==> src/verilog/board_pkg.sv <==
package board_pkg;

    // ~~~~~~~~~~~~~~~~~~~~~~~~~~~~~~~~~~~~~~~~~~~~~~~~~~~~~~~~~~~~~~~~~~~~~~~~~~
    // Display geometry of the board.
    // ~~~~~~~~~~~~~~~~~~~~~~~~~~~~~~~~~~~~~~~~~~~~~~~~~~~~~~~~~~~~~~~~~~~~~~~~~~

    // Eight multiplexed digits.
    localparam int n_digits = 8;

    // Width of a digit index.
    localparam int w_digit_idx = $clog2(n_digits);

    // ~~~~~~~~~~~~~~~~~~~~~~~~~~~~~~~~~~~~~~~~~~~~~~~~~~~~~~~~~~~~~~~~~~~~~~~~~~
    // Segment drive.
    // ~~~~~~~~~~~~~~~~~~~~~~~~~~~~~~~~~~~~~~~~~~~~~~~~~~~~~~~~~~~~~~~~~~~~~~~~~~

    // Bit 7 is segment a, bit 0 the decimal point, active high.
    typedef logic [7:0] seg_t;

    localparam seg_t seg_blank = 8'b0000_0000;

    typedef struct packed {
        seg_t                  abcdefgh;
        logic [n_digits - 1:0] digit;
    } seg_drive_t;

endpackage

==> src/verilog/stopwatch_pkg.sv <==
package stopwatch_pkg;

    import board_pkg::*;

    // ~~~~~~~~~~~~~~~~~~~~~~~~~~~~~~~~~~~~~~~~~~~~~~~~~~~~~~~~~~~~~~~~~~~~~~~~~~
    // Stopwatch control.
    // ~~~~~~~~~~~~~~~~~~~~~~~~~~~~~~~~~~~~~~~~~~~~~~~~~~~~~~~~~~~~~~~~~~~~~~~~~~

    // Encoding doubles as the LED index.
    typedef enum logic [1:0] {
        st_idle   = 2'd0,
        st_run    = 2'd1,
        st_paused = 2'd2,
        st_lap    = 2'd3
    } sw_state_t;

    // One-cycle command pulses from the keys.
    typedef struct packed {
        logic start_stop;
        logic clear;
        logic lap;
    } key_cmd_t;

    // Digit 0 is the least significant.
    typedef logic [3:0] bcd_digit_t;
    typedef bcd_digit_t [n_digits - 1:0] bcd_time_t;

endpackage

==> src/verilog/bcd_time_counter.sv <==
`timescale 1ns/10ps

module bcd_time_counter
    import board_pkg::*;
    import stopwatch_pkg::*;
(
    input             clk,
    input             arst_n,
    input             tick,
    input             count_clr,
    input             freeze,
    output bcd_time_t shown
);

    bcd_time_t             live;
    bcd_time_t             live_next;
    bcd_time_t             lap_q;
    logic                  freeze_d;
    logic [n_digits - 1:0] carry;

    // Decimal ripple carry. All nines wraps to zero.
    always_comb begin
        carry[0] = tick;
        for (int i = 0; i < n_digits; i++) begin
            if (carry[i])
                live_next[i] = (live[i] == 4'd9) ? 4'd0 : live[i] + 4'd1;
            else
                live_next[i] = live[i];
            if (i < n_digits - 1)
                carry[i + 1] = carry[i] & (live[i] == 4'd9);
        end
    end

    always_ff @(posedge clk or negedge arst_n) begin
        if (!arst_n) begin
            live     <= '0;
            freeze_d <= 1'b0;
        end else begin
            live     <= count_clr ? '0 : live_next;
            freeze_d <= freeze;
        end
    end

    // Snapshot on the first frozen cycle.
    always_ff @(posedge clk) begin
        if (freeze && !freeze_d)
            lap_q <= live;
    end

    // The first frozen cycle still shows live, which equals the snapshot.
    assign shown = (freeze && freeze_d) ? lap_q : live;

endmodule

==> src/verilog/board_specific_top.sv <==
`timescale 1ns/10ps

module board_specific_top
    import board_pkg::*;
# (
    parameter clk_mhz     = 50,
              w_key       = 3,
              w_led       = 4,
              tick_hz     = 100,
              scan_hz     = 1000,
              debounce_us = 10000
)
(
    input                   CLK,
    input                   RST_N,

    input                   KEY2,
    input                   KEY3,
    input                   KEY4,

    output [w_led    - 1:0] LED,

    output [           7:0] SEG_DATA,
    output [n_digits - 1:0] SEG_SEL,

    output                  VGA_OUT_HS,
    output                  VGA_OUT_VS,
    output [           4:0] VGA_OUT_R,
    output [           5:0] VGA_OUT_G,
    output [           4:0] VGA_OUT_B
);

    // Keys are active low on the board.
    wire [w_key - 1:0] key = ~ { KEY2, KEY3, KEY4 };

    seg_drive_t seg;

    top
    # (
        .clk_mhz     ( clk_mhz     ),
        .w_key       ( w_key       ),
        .w_led       ( w_led       ),
        .tick_hz     ( tick_hz     ),
        .scan_hz     ( scan_hz     ),
        .debounce_us ( debounce_us )
    )
    i_top
    (
        .clk    ( CLK   ),
        .arst_n ( RST_N ),
        .key    ( key   ),
        .led    ( LED   ),
        .seg    ( seg   )
    );

    // Display pins sink current.
    assign SEG_DATA   = ~ seg.abcdefgh;
    assign SEG_SEL    = ~ seg.digit;

    // No video on this lab.
    assign VGA_OUT_HS = 1'b0;
    assign VGA_OUT_VS = 1'b0;
    assign VGA_OUT_R  = '0;
    assign VGA_OUT_G  = '0;
    assign VGA_OUT_B  = '0;

endmodule

==> src/verilog/key_conditioner.sv <==
`timescale 1ns/10ps

module key_conditioner
    import stopwatch_pkg::*;
# (
    parameter clk_mhz     = 50,
              w_key       = 3,
              debounce_us = 10000
)
(
    input                clk,
    input                arst_n,
    input  [w_key - 1:0] key,
    output key_cmd_t     cmd
);

    localparam int debounce_cycles = clk_mhz * debounce_us;
    localparam int w_cnt           = $clog2(debounce_cycles + 1);

    logic [w_key - 1:0] key_meta;
    logic [w_key - 1:0] key_sync;
    wire  [w_key - 1:0] press;

    // Two-flop synchronizer.
    always_ff @(posedge clk or negedge arst_n) begin
        if (!arst_n) begin
            key_meta <= '0;
            key_sync <= '0;
        end else begin
            key_meta <= key;
            key_sync <= key_meta;
        end
    end

    for (genvar i = 0; i < w_key; i++) begin : g_key
        logic [w_cnt - 1:0] stable_cnt;
        logic               level;
        logic               level_d;
        logic               pulse;

        // Level follows only after a full run of differing samples.
        always_ff @(posedge clk or negedge arst_n) begin
            if (!arst_n) begin
                stable_cnt <= '0;
                level      <= 1'b0;
            end else if (key_sync[i] == level) begin
                stable_cnt <= '0;
            end else if (stable_cnt == w_cnt'(debounce_cycles - 1)) begin
                stable_cnt <= '0;
                level      <= key_sync[i];
            end else begin
                stable_cnt <= stable_cnt + 1'b1;
            end
        end

        // Rising edge of the clean level.
        always_ff @(posedge clk or negedge arst_n) begin
            if (!arst_n) begin
                level_d <= 1'b0;
                pulse   <= 1'b0;
            end else begin
                level_d <= level;
                pulse   <= level & ~level_d;
            end
        end

        assign press[i] = pulse;
    end

    always_comb begin
        cmd.start_stop = press[0];
        cmd.clear      = press[1];
        cmd.lap        = press[2];
    end

endmodule

==> src/verilog/seven_seg_scanner.sv <==
`timescale 1ns/10ps

module seven_seg_scanner
    import board_pkg::*;
    import stopwatch_pkg::*;
(
    input              clk,
    input              arst_n,
    input              scan,
    input  bcd_time_t  shown,
    output seg_drive_t seg
);

    logic [w_digit_idx - 1:0] idx;
    seg_t                     pattern;

    // Segments a to g, decimal point kept off.
    function automatic seg_t bcd_to_seg(input bcd_digit_t d);
        case (d)
            4'd0:    return 8'b1111_1100;
            4'd1:    return 8'b0110_0000;
            4'd2:    return 8'b1101_1010;
            4'd3:    return 8'b1111_0010;
            4'd4:    return 8'b0110_0110;
            4'd5:    return 8'b1011_0110;
            4'd6:    return 8'b1011_1110;
            4'd7:    return 8'b1110_0000;
            4'd8:    return 8'b1111_1110;
            4'd9:    return 8'b1111_0110;
            default: return seg_blank;
        endcase
    endfunction

    // Digit index, wraps after the last digit.
    always_ff @(posedge clk or negedge arst_n) begin
        if (!arst_n)
            idx <= '0;
        else if (scan)
            idx <= (idx == w_digit_idx'(n_digits - 1)) ? '0 : idx + 1'b1;
    end

    assign pattern = bcd_to_seg(shown[idx]);

    // Pattern and select leave together, one cycle behind the index.
    always_ff @(posedge clk or negedge arst_n) begin
        if (!arst_n) begin
            seg.abcdefgh <= bcd_to_seg(4'd0);
            seg.digit    <= n_digits'(1);
        end else begin
            seg.abcdefgh <= pattern;
            seg.digit    <= n_digits'(1) << idx;
        end
    end

endmodule

==> src/verilog/stopwatch_fsm.sv <==
`timescale 1ns/10ps

module stopwatch_fsm
    import stopwatch_pkg::*;
(
    input             clk,
    input             arst_n,
    input  key_cmd_t  cmd,
    output sw_state_t state,
    output logic      count_en,
    output logic      count_clr,
    output logic      freeze
);

    sw_state_t state_next;

    always_ff @(posedge clk or negedge arst_n) begin
        if (!arst_n)
            state <= st_idle;
        else
            state <= state_next;
    end

    // ~~~~~~~~~~~~~~~~~~~~~~~~~~~~~~~~~~~~~~~~~~~~~~~~~~~~~~~~~~~~~~~~~~~~~~~~~~
    // Transitions, start/stop wins over the other keys.
    // ~~~~~~~~~~~~~~~~~~~~~~~~~~~~~~~~~~~~~~~~~~~~~~~~~~~~~~~~~~~~~~~~~~~~~~~~~~

    always_comb begin
        state_next = state;
        case (state)
            st_idle:
                if (cmd.start_stop) state_next = st_run;
            st_run:
                if (cmd.start_stop)   state_next = st_paused;
                else if (cmd.lap)     state_next = st_lap;
            st_lap:
                if (cmd.start_stop)   state_next = st_paused;
                else if (cmd.lap)     state_next = st_run;
            st_paused:
                if (cmd.start_stop)   state_next = st_run;
                else if (cmd.clear)   state_next = st_idle;
            default:
                state_next = st_idle;
        endcase
    end

    // Lap keeps counting behind the frozen display.
    assign count_en  = (state == st_run) || (state == st_lap);
    assign count_clr = (state == st_idle);
    assign freeze    = (state == st_lap);

endmodule

==> src/verilog/tick_timer.sv <==
`timescale 1ns/10ps

module tick_timer
# (
    parameter clk_mhz = 50,
              tick_hz = 100,
              scan_hz = 1000
)
(
    input        clk,
    input        arst_n,
    input        count_en,
    output logic tick,
    output logic scan
);

    localparam int tick_cycles = clk_mhz * 1_000_000 / tick_hz;
    localparam int scan_cycles = clk_mhz * 1_000_000 / scan_hz;
    localparam int w_tick      = $clog2(tick_cycles + 1);
    localparam int w_scan      = $clog2(scan_cycles + 1);

    logic [w_tick - 1:0] tick_cnt;
    logic [w_scan - 1:0] scan_cnt;

    // Counting prescaler, reloaded whenever counting stops.
    // A partial period is dropped that way.
    always_ff @(posedge clk or negedge arst_n) begin
        if (!arst_n) begin
            tick_cnt <= w_tick'(tick_cycles - 1);
            tick     <= 1'b0;
        end else begin
            tick <= count_en & (tick_cnt == '0);
            if (!count_en || tick_cnt == '0)
                tick_cnt <= w_tick'(tick_cycles - 1);
            else
                tick_cnt <= tick_cnt - 1'b1;
        end
    end

    // Scan prescaler, free running.
    always_ff @(posedge clk or negedge arst_n) begin
        if (!arst_n) begin
            scan_cnt <= w_scan'(scan_cycles - 1);
            scan     <= 1'b0;
        end else begin
            scan     <= (scan_cnt == '0);
            scan_cnt <= (scan_cnt == '0) ? w_scan'(scan_cycles - 1) : scan_cnt - 1'b1;
        end
    end

endmodule

==> src/verilog/top.sv <==
`timescale 1ns/10ps

module top
    import board_pkg::*;
    import stopwatch_pkg::*;
# (
    parameter clk_mhz     = 50,
              w_key       = 3,
              w_led       = 4,
              tick_hz     = 100,
              scan_hz     = 1000,
              debounce_us = 10000
)
(
    input                clk,
    input                arst_n,
    input  [w_key - 1:0] key,
    output [w_led - 1:0] led,
    output seg_drive_t   seg
);

    key_cmd_t  cmd;
    sw_state_t state;
    logic      count_en;
    logic      count_clr;
    logic      freeze;
    logic      tick;
    logic      scan;
    bcd_time_t shown;

    // ~~~~~~~~~~~~~~~~~~~~~~~~~~~~~~~~~~~~~~~~~~~~~~~~~~~~~~~~~~~~~~~~~~~~~~~~~~
    // Control path.
    // ~~~~~~~~~~~~~~~~~~~~~~~~~~~~~~~~~~~~~~~~~~~~~~~~~~~~~~~~~~~~~~~~~~~~~~~~~~

    key_conditioner
    # (
        .clk_mhz     ( clk_mhz     ),
        .w_key       ( w_key       ),
        .debounce_us ( debounce_us )
    )
    i_key_conditioner
    (
        .clk    ( clk    ),
        .arst_n ( arst_n ),
        .key    ( key    ),
        .cmd    ( cmd    )
    );

    stopwatch_fsm i_stopwatch_fsm
    (
        .clk       ( clk       ),
        .arst_n    ( arst_n    ),
        .cmd       ( cmd       ),
        .state     ( state     ),
        .count_en  ( count_en  ),
        .count_clr ( count_clr ),
        .freeze    ( freeze    )
    );

    // One LED per state.
    assign led = w_led'(1) << state;

    // ~~~~~~~~~~~~~~~~~~~~~~~~~~~~~~~~~~~~~~~~~~~~~~~~~~~~~~~~~~~~~~~~~~~~~~~~~~
    // Time and display path.
    // ~~~~~~~~~~~~~~~~~~~~~~~~~~~~~~~~~~~~~~~~~~~~~~~~~~~~~~~~~~~~~~~~~~~~~~~~~~

    tick_timer
    # (
        .clk_mhz ( clk_mhz ),
        .tick_hz ( tick_hz ),
        .scan_hz ( scan_hz )
    )
    i_tick_timer
    (
        .clk      ( clk      ),
        .arst_n   ( arst_n   ),
        .count_en ( count_en ),
        .tick     ( tick     ),
        .scan     ( scan     )
    );

    bcd_time_counter i_bcd_time_counter
    (
        .clk       ( clk       ),
        .arst_n    ( arst_n    ),
        .tick      ( tick      ),
        .count_clr ( count_clr ),
        .freeze    ( freeze    ),
        .shown     ( shown     )
    );

    seven_seg_scanner i_seven_seg_scanner
    (
        .clk    ( clk    ),
        .arst_n ( arst_n ),
        .scan   ( scan   ),
        .shown  ( shown  ),
        .seg    ( seg    )
    );

endmodule

==> config.mk <==
export PLATFORM = sky130hd
export DESIGN_NAME = board_specific_top
export DESIGN_NICKNAME = d
export VERILOG_FILES = /design/src/verilog/board_pkg.sv /design/src/verilog/stopwatch_pkg.sv /design/src/verilog/bcd_time_counter.sv /design/src/verilog/board_specific_top.sv /design/src/verilog/key_conditioner.sv /design/src/verilog/seven_seg_scanner.sv /design/src/verilog/stopwatch_fsm.sv /design/src/verilog/tick_timer.sv /design/src/verilog/top.sv
export SDC_FILE = /design/constraint.sdc
export NUM_CORES = 1
export LEC_CHECK = 0
export BUFFER_PORTS_ARGS = -buffer_cell sky130_fd_sc_hd__clkbuf_2
export CORE_UTILIZATION = 55
export CTS_CLUSTER_DIAMETER = 150
export DETAILED_ROUTE_END_ITERATION = 7
export PLACE_DENSITY = 0.73
export RECOVER_POWER = 25
export SYNTH_ARGS = -nofsm -noshare
export SYNTH_HDL_FRONTEND = slang
export SYNTH_SLANG_ARGS = --single-unit
export TNS_END_PERCENT = 20
==> constraint.sdc <==
create_clock -name CLK -period 9.2 [get_ports CLK]
set_input_delay 1.38 -clock CLK [delete_from_list [all_inputs] [get_ports CLK]]
set_output_delay 1.38 -clock CLK [all_outputs]
set_load 0.01 [all_outputs]
; Word level (Yosys, flattened, before mapping)
; Memories as Yosys holds them, arrays and structs flattened. A register that Yosys moved wholly into a read port is not among the register bits.
; Index checks and enable logic that the tools add are counted.
[word_totals]
register_bits = 195
latchBits = 0
mem_bits_rw = 0
romBits = 112
word_cells = 158
mem_count = 1
[memory_table]
columns = name, words, word_bits, rd, rd_clocked_by_memory_dff, wr, line_no
row1 = (name not given), 16, 7, 1, 1, 0, seven_seg_scanner.sv:19  ; case (d)
[classes]
addsub = 14
n_mul = 0
n_div = 0
order_cmp = 1
eq_ne = 22
shifts = 2
n_mux = 37
bitwise_logic = 20
reduce_logical = 22
[ops]
columns = operator, n
row1 = $mux 19, 7
row2 = $mux 4, 17
row3 = $mux 32, 2
row4 = $add 19x1->19 const B, 3
row5 = $eq 19x19->1 const B, 3
row6 = $add 4x1->4 const B, 8
row7 = $eq 4x4->1 const B, 8
row8 = $logic_not 19->1, 1
row9 = $sub 19x1->19 const B, 1
row10 = $logic_not 16->1, 1
row11 = $mux 16, 1
row12 = $not 8->8, 2
row13 = $reduce_bool 2->1, 8
row14 = $sub 16x1->16 const B, 1
row15 = $mux 2, 7
row16 = $bmux 4 s3, 1
row17 = $and 1x1->1, 11
row18 = $ne 3x1->1 const B, 3
row19 = $pmux 2 s4, 1
row20 = $shl 1x3->8 const A, 1
row21 = $not 1->1, 6
row22 = $reduce_and 2->1, 3
row23 = $eq 2x2->1 const B, 2
row24 = $lt 3x4->1 const B, 1
row25 = other kinds (13), 19

; Depth between registers and ports, before layout
[depth]
word_depth = 10
mapped_depth = 11
mapped_depth_nobuf = 9

; Cells and area by module
; Synthesis repeated with hierarchy kept, for this count alone.
[hier_totals]
hier_cells = 921
hier_area_um2 = 10017.1
[modules_own_cells]
columns = mod, instances, cells_per_inst, area_each_um2, seq_area_each_um2
row1 = key_conditioner, 1, 320, 3364.5, 1801.7
row2 = bcd_time_counter, 1, 283, 3353.2, 1786.7
row3 = tick_timer, 1, 181, 1839.3, 950.9
row4 = seven_seg_scanner, 1, 83, 1116.1, 459.2
row5 = board_specific_top, 1, 38, 210.2, 0.0
row6 = stopwatch_fsm, 1, 12, 107.6, 50.0
row7 = top, 1, 4, 26.3, 0.0

; Worst setup path after synthesis
; OpenSTA, ideal clock, no wires.
[synth_path]
kind = reg2reg
startpoint = register i_top.i_stopwatch_fsm.state[0]
endpoint = register i_top.i_bcd_time_counter.lap_q[0] in the netlist's numbering, enable pin
arrival_ns = 2.843
t_required_ns = 8.739
path_slack_ns = 5.896
stages_incl_launch_ff = 4
synth_period_minus_slack_ns = 3.304
path_cell_list = dfrtp_1 buf_2 inv_1 nor3_1
[synth_via]
elab_chain_len = 2
[synth_lines]
columns = element, line_no
row1 = start: declaration, stopwatch_fsm.sv:9  ; output sw_state_t state,
row2 = start signal: assignment, stopwatch_fsm.sv:19  ; state <= st_idle;
row3 = start signal: assignment, stopwatch_fsm.sv:21  ; state <= state_next;
row4 = $eq 2x2->1, stopwatch_fsm.sv:50  ; assign freeze = (state == st_lap);
row5 = $logic_and 1x1->1, bcd_time_counter.sv:46  ; if (freeze && !freeze_d)
row6 = end signal: assignment, bcd_time_counter.sv:47  ; lap_q <= live;
row7 = end: declaration, bcd_time_counter.sv:17  ; bcd_time_t lap_q;
; No other way between the ends.
; A chain may end at the register's enable or synchronous reset.

==> key figures <==
Timing
  • Fmax: 203.4 MHz
  • RSZ-0062 raised after global routing: false
  • Actual slew at the worst max-slew pin: 3.917 ns
  • Fin crit share: 53.43%
  • Layout Skew: 0.01038 ns
  • Final Hold Viols: 0
  • Setup WS post-layout: 4.284 ns
  • Max_slew headroom: -161.1%
  • Fin Hold WS: 0.3489 ns
  • Final Critical Period: 4.916 ns
  • Max Slew Vio Count: 78
  • # setup viols final: 0
  • Setup TNS: 0 ns

Die
  • Die X: 132.8 um
  • Core Rows: 47
  • Die height: 132.8 um
  • CORE AREA: 16640 um^2
  • Starting Density: 56.56%
  • Ports: 43
  • Die ar.: 17640 um^2

Critical path
  • Kind of critical path: in -> async
  • Worst Path Buf+Inv: 2
  • Setup crit start kind: primary input
  • Slowest CP cell: clkbuf_1
  • Critical Path AT: 5.32 ns
  • Worst path max stage delay: 2.70 ns
  • Crit end category: asynchronous set/reset pin
  • CP Depth: 2
  • Worst Path Required: 9.61 ns
  • CP Max Fanout: 86
  • CP cell instances: clkbuf_1 > buf_4
  • Crit-path leading delay family: buffers and inverters
  • R2R cell count: 8

Logic synthesis
  • Mapped Area: 9413 um^2
  • Sequential element share of the synthesized area: 53.64%
  • Synth cell types: 56
  • YS warnings: 0
  • Post-synthesis register bit count: 194
  • Post-synth EDFFs: 32
  • Syn_area_per_cell: 10.60 um^2
  • Post-synthesis async set-or-reset flop share: 83.51%
  • Synth Instances: 888
  • Most used DFF post-synth: dfrtp_1

Detailed routing
  • Final wirelength: 15740 um
  • Vias per cell: 5.310
  • Pre-Repair DR Iteration Count: 4
  • DRC: 0
  • DR vias: 6064
  • WL/cell: 13.78 um
  • Post-DRT Antenna Nets: 0
  • 1st-iter DRT viols: 417

Clock tree
  • Clock latency on the worst-skew pair: 0.44 ns
  • CTS tree: built
  • Post-CTS setup buffers: 0
  • Buffers from clock root to sink, at most: 2
  • Clk pin slew, worst setup/hold paths: 0.06 ns
  • CTS Sinks: 194
  • Clk root buf: clkbuf_16
  • Post-CTS Hold Buffers: 0
  • Cells resized by post-CTS repair: 0
  • Htree depth: 4
  • Cts bufs inserted: 17

Layout
  • Filler cells: 1380
  • N_diodes: 0
  • Layout cells sized above 1: 12.91%
  • Post-route cell area: 10260 um^2
  • Area grow syn2layout: 8.986%
  • Nets: 949

Placed design
  • Dpl ws: 6.136 ns
  • RD Place Congestion: 0.7599
  • DP Wirelength: 10360 um
  • Post-DP Area: 9666 um^2
  • IO Port Bufs: 23

Power and ir drop
  • Power Dens Cells: 160.8 nW/um^2
  • Part of the power in the clock network: 45.0%
  • Portion of total power attributed to combinational logic: 1.7%
  • Switch share: 21.13%
  • LEAKAGE: 4.301 nW
  • Internal power: 1.301 mW
  • VDD IR max: 145.7 uV
  • NetSw: 348.5 uW
  • Flop pwr share: 53.3%

Run
  • Max Cap Viol: 1

Global routing
  • Vias in the first global route: 5846
  • Grt ovf: 0
  • Largest net degree at the start of global routing: 87
  • GRT Util Overall: 19.68%
  • Initial antenna violation count: 0
  • First-pass GRT wire length: 27700 um

Run status
  • Failing checks: capacitance limit, slew limit
  • Status: complete, but fails checks

Hold path
  • Hold crit path type: reg -> reg
  • Hold Crit Depth: 0
logic make-up (layout without fill, tap and decap cells):
group / count (synthesis) / after routing / synth area share [%]
simple gates: 374 / 374 / 20.10
flops: 194 / 194 / 53.64
buf+inv: 97 / 114 / 4.812
compound gates: 86 / 86 / 5.237
xor+xnor: 80 / 80 / 7.444
fa+ha+maj: 35 / 35 / 4.652
mux: 20 / 20 / 4.041
other cells: 2 / 19 / 0.07979
path summary, 6_finish.rpt:
path,startpoint,to,slack [ns]
setup / recovery,RST_N,i_top.i_key_conditioner.g_key[2].stable_cnt[14],4.28
hold / removal,i_top.i_key_conditioner.key_meta[2],i_top.i_key_conditioner.key_sync[2],0.35
setup reg to reg,i_top.i_stopwatch_fsm.state[0],i_top.i_seven_seg_scanner.seg[10],6.21
hold reg to reg,i_top.i_key_conditioner.key_meta[2],i_top.i_key_conditioner.key_sync[2],0.35
max in group CLK,i_top.i_stopwatch_fsm.state[0],LED[1],6.20
min in group asynchronous,RST_N,i_top.i_tick_timer.scan_cnt[7],2.30
per-layer routing:
layer | part of all wire [%] | vias to the layer above | GRT usage (%)
met5 | 0 | - | 0
met1 | 47 | 2904 | 26.02
met3 | 3.3 | 22 | 4.138
met2 | 48 | 92 | 31.68
met4 | 1.9 | 0 | 8.174
li1 | - | 3046 | -
cells in the final DEF (no fill, tap or decap), types with 5 or more instances in the layout:
| cell type | Yosys | layout |
|---|---|---|
| xnor2_1 | 41 | 41 |
| or3_1 | 11 | 11 |
| o21ai_0 | 25 | 25 |
| a21oi_1 | 38 | 38 |
| edfxtp_1 | 32 | 32 |
| and3_1 | 6 | 6 |
| dfrtp_1 | 135 | 135 |
| nand3_1 | 30 | 30 |
| xor2_1 | 39 | 39 |
| inv_1 | 55 | 55 |
| ha_1 | 35 | 35 |
| nor2_1 | 118 | 117 |
| or2_2 | 6 | 6 |
| clkbuf_16 | 0 | 19 |
| nor4_1 | 6 | 6 |
| and4_1 | 10 | 10 |
| nand4_1 | 13 | 13 |
| nor3_1 | 36 | 35 |
| a22oi_1 | 5 | 5 |
| dfstp_2 | 27 | 26 |
| or4_1 | 7 | 7 |
| nand2b_1 | 6 | 6 |
| nand3b_1 | 5 | 5 |
| mux4_2 | 14 | 14 |
| clkbuf_2 | 0 | 22 |
| conb_1 | 2 | 19 |
| nor4b_1 | 5 | 5 |
| and2_1 | 11 | 11 |
| nand2_1 | 77 | 77 |
| nor2b_1 | 12 | 12 |
Yosys cell counts (all sizes together) (5+ instances only):
master / n / area share (%)
nand2: 77 / 3.1
nor2: 118 / 4.7
nand3b: 6 / 0.61
and2: 11 / 0.73
o21ai: 25 / 1.3
dfstp: 27 / 7.5
or3: 12 / 0.81
mux4: 14 / 3.3
and4: 10 / 0.93
nor4: 6 / 0.40
and3: 6 / 0.40
nand2b: 6 / 0.40
nor2b: 12 / 0.80
or2: 6 / 0.40
edfxtp: 32 / 10
ha: 35 / 4.7
xor2: 39 / 3.6
nor4b: 5 / 0.47
buf: 25 / 1.9
a22oi: 5 / 0.40
nand3: 31 / 1.7
dfrtp: 135 / 36
a21oi: 38 / 2.0
or4: 9 / 0.80
nor3: 38 / 2.2
nand4: 13 / 0.86
clkbuf: 16 / 0.64
xnor2: 41 / 3.8
inv: 55 / 2.2
area by class of cell:
class	count	area, um^2	area share [%]
Multi-Input combinational cell	614	3983	38.82
Inverter	56	215.2	2.098
Clock buffer	22	506.7	4.940
Timing Repair Buffer	26	136.4	1.329
Sequential cell	194	5049	49.21
Clock inverter	10	93.84	0.9147
Tap cell	220	275.3	2.683
flip-flops by register name, indices dropped and copies added (netlist names):
register	count
i_top.i_key_conditioner.g_key.stable_cnt	57
i_top.i_bcd_time_counter.lap_q	32
i_top.i_bcd_time_counter.live	32
i_top.i_tick_timer.tick_cnt	19
i_top.i_tick_timer.scan_cnt	16
i_top.i_seven_seg_scanner.seg	15
i_top.i_key_conditioner.g_key.level	3
i_top.i_key_conditioner.g_key.level_d	3
i_top.i_key_conditioner.g_key.pulse	3
i_top.i_key_conditioner.key_meta	3
i_top.i_key_conditioner.key_sync	3
i_top.i_seven_seg_scanner.idx	3
i_top.i_stopwatch_fsm.state	2
i_top.i_bcd_time_counter.freeze_d	1
i_top.i_tick_timer.scan	1
i_top.i_tick_timer.tick	1
metrics by stage:
stage / util, % / total power [mW] / std cells
after floorplan: - / 0.9134 / 905
after global placement: 58.08 / 0.9243 / 1110
after detailed placement: 58.08 / 0.9247 / 1110
after CTS: 61.69 / 1.668 / 1142
after global routing: 61.64 / 1.707 / 1142
final: 61.64 / 1.650 / 1142
power by group through the flow:
| stage | clock (mW) | sequential, mW | combinational [mW] |
|---|---|---|---|
| floorplan | 0 | 0.894 | 0.0190 |
| global placement | 0 | 0.895 | 0.0296 |
| detailed placement | 0 | 0.895 | 0.0298 |
| CTS | 0.760 | 0.879 | 0.0299 |
| global route | 0.794 | 0.879 | 0.0341 |
| finish | 0.743 | 0.879 | 0.0282 |
Power figures use the tool's default switching activity.
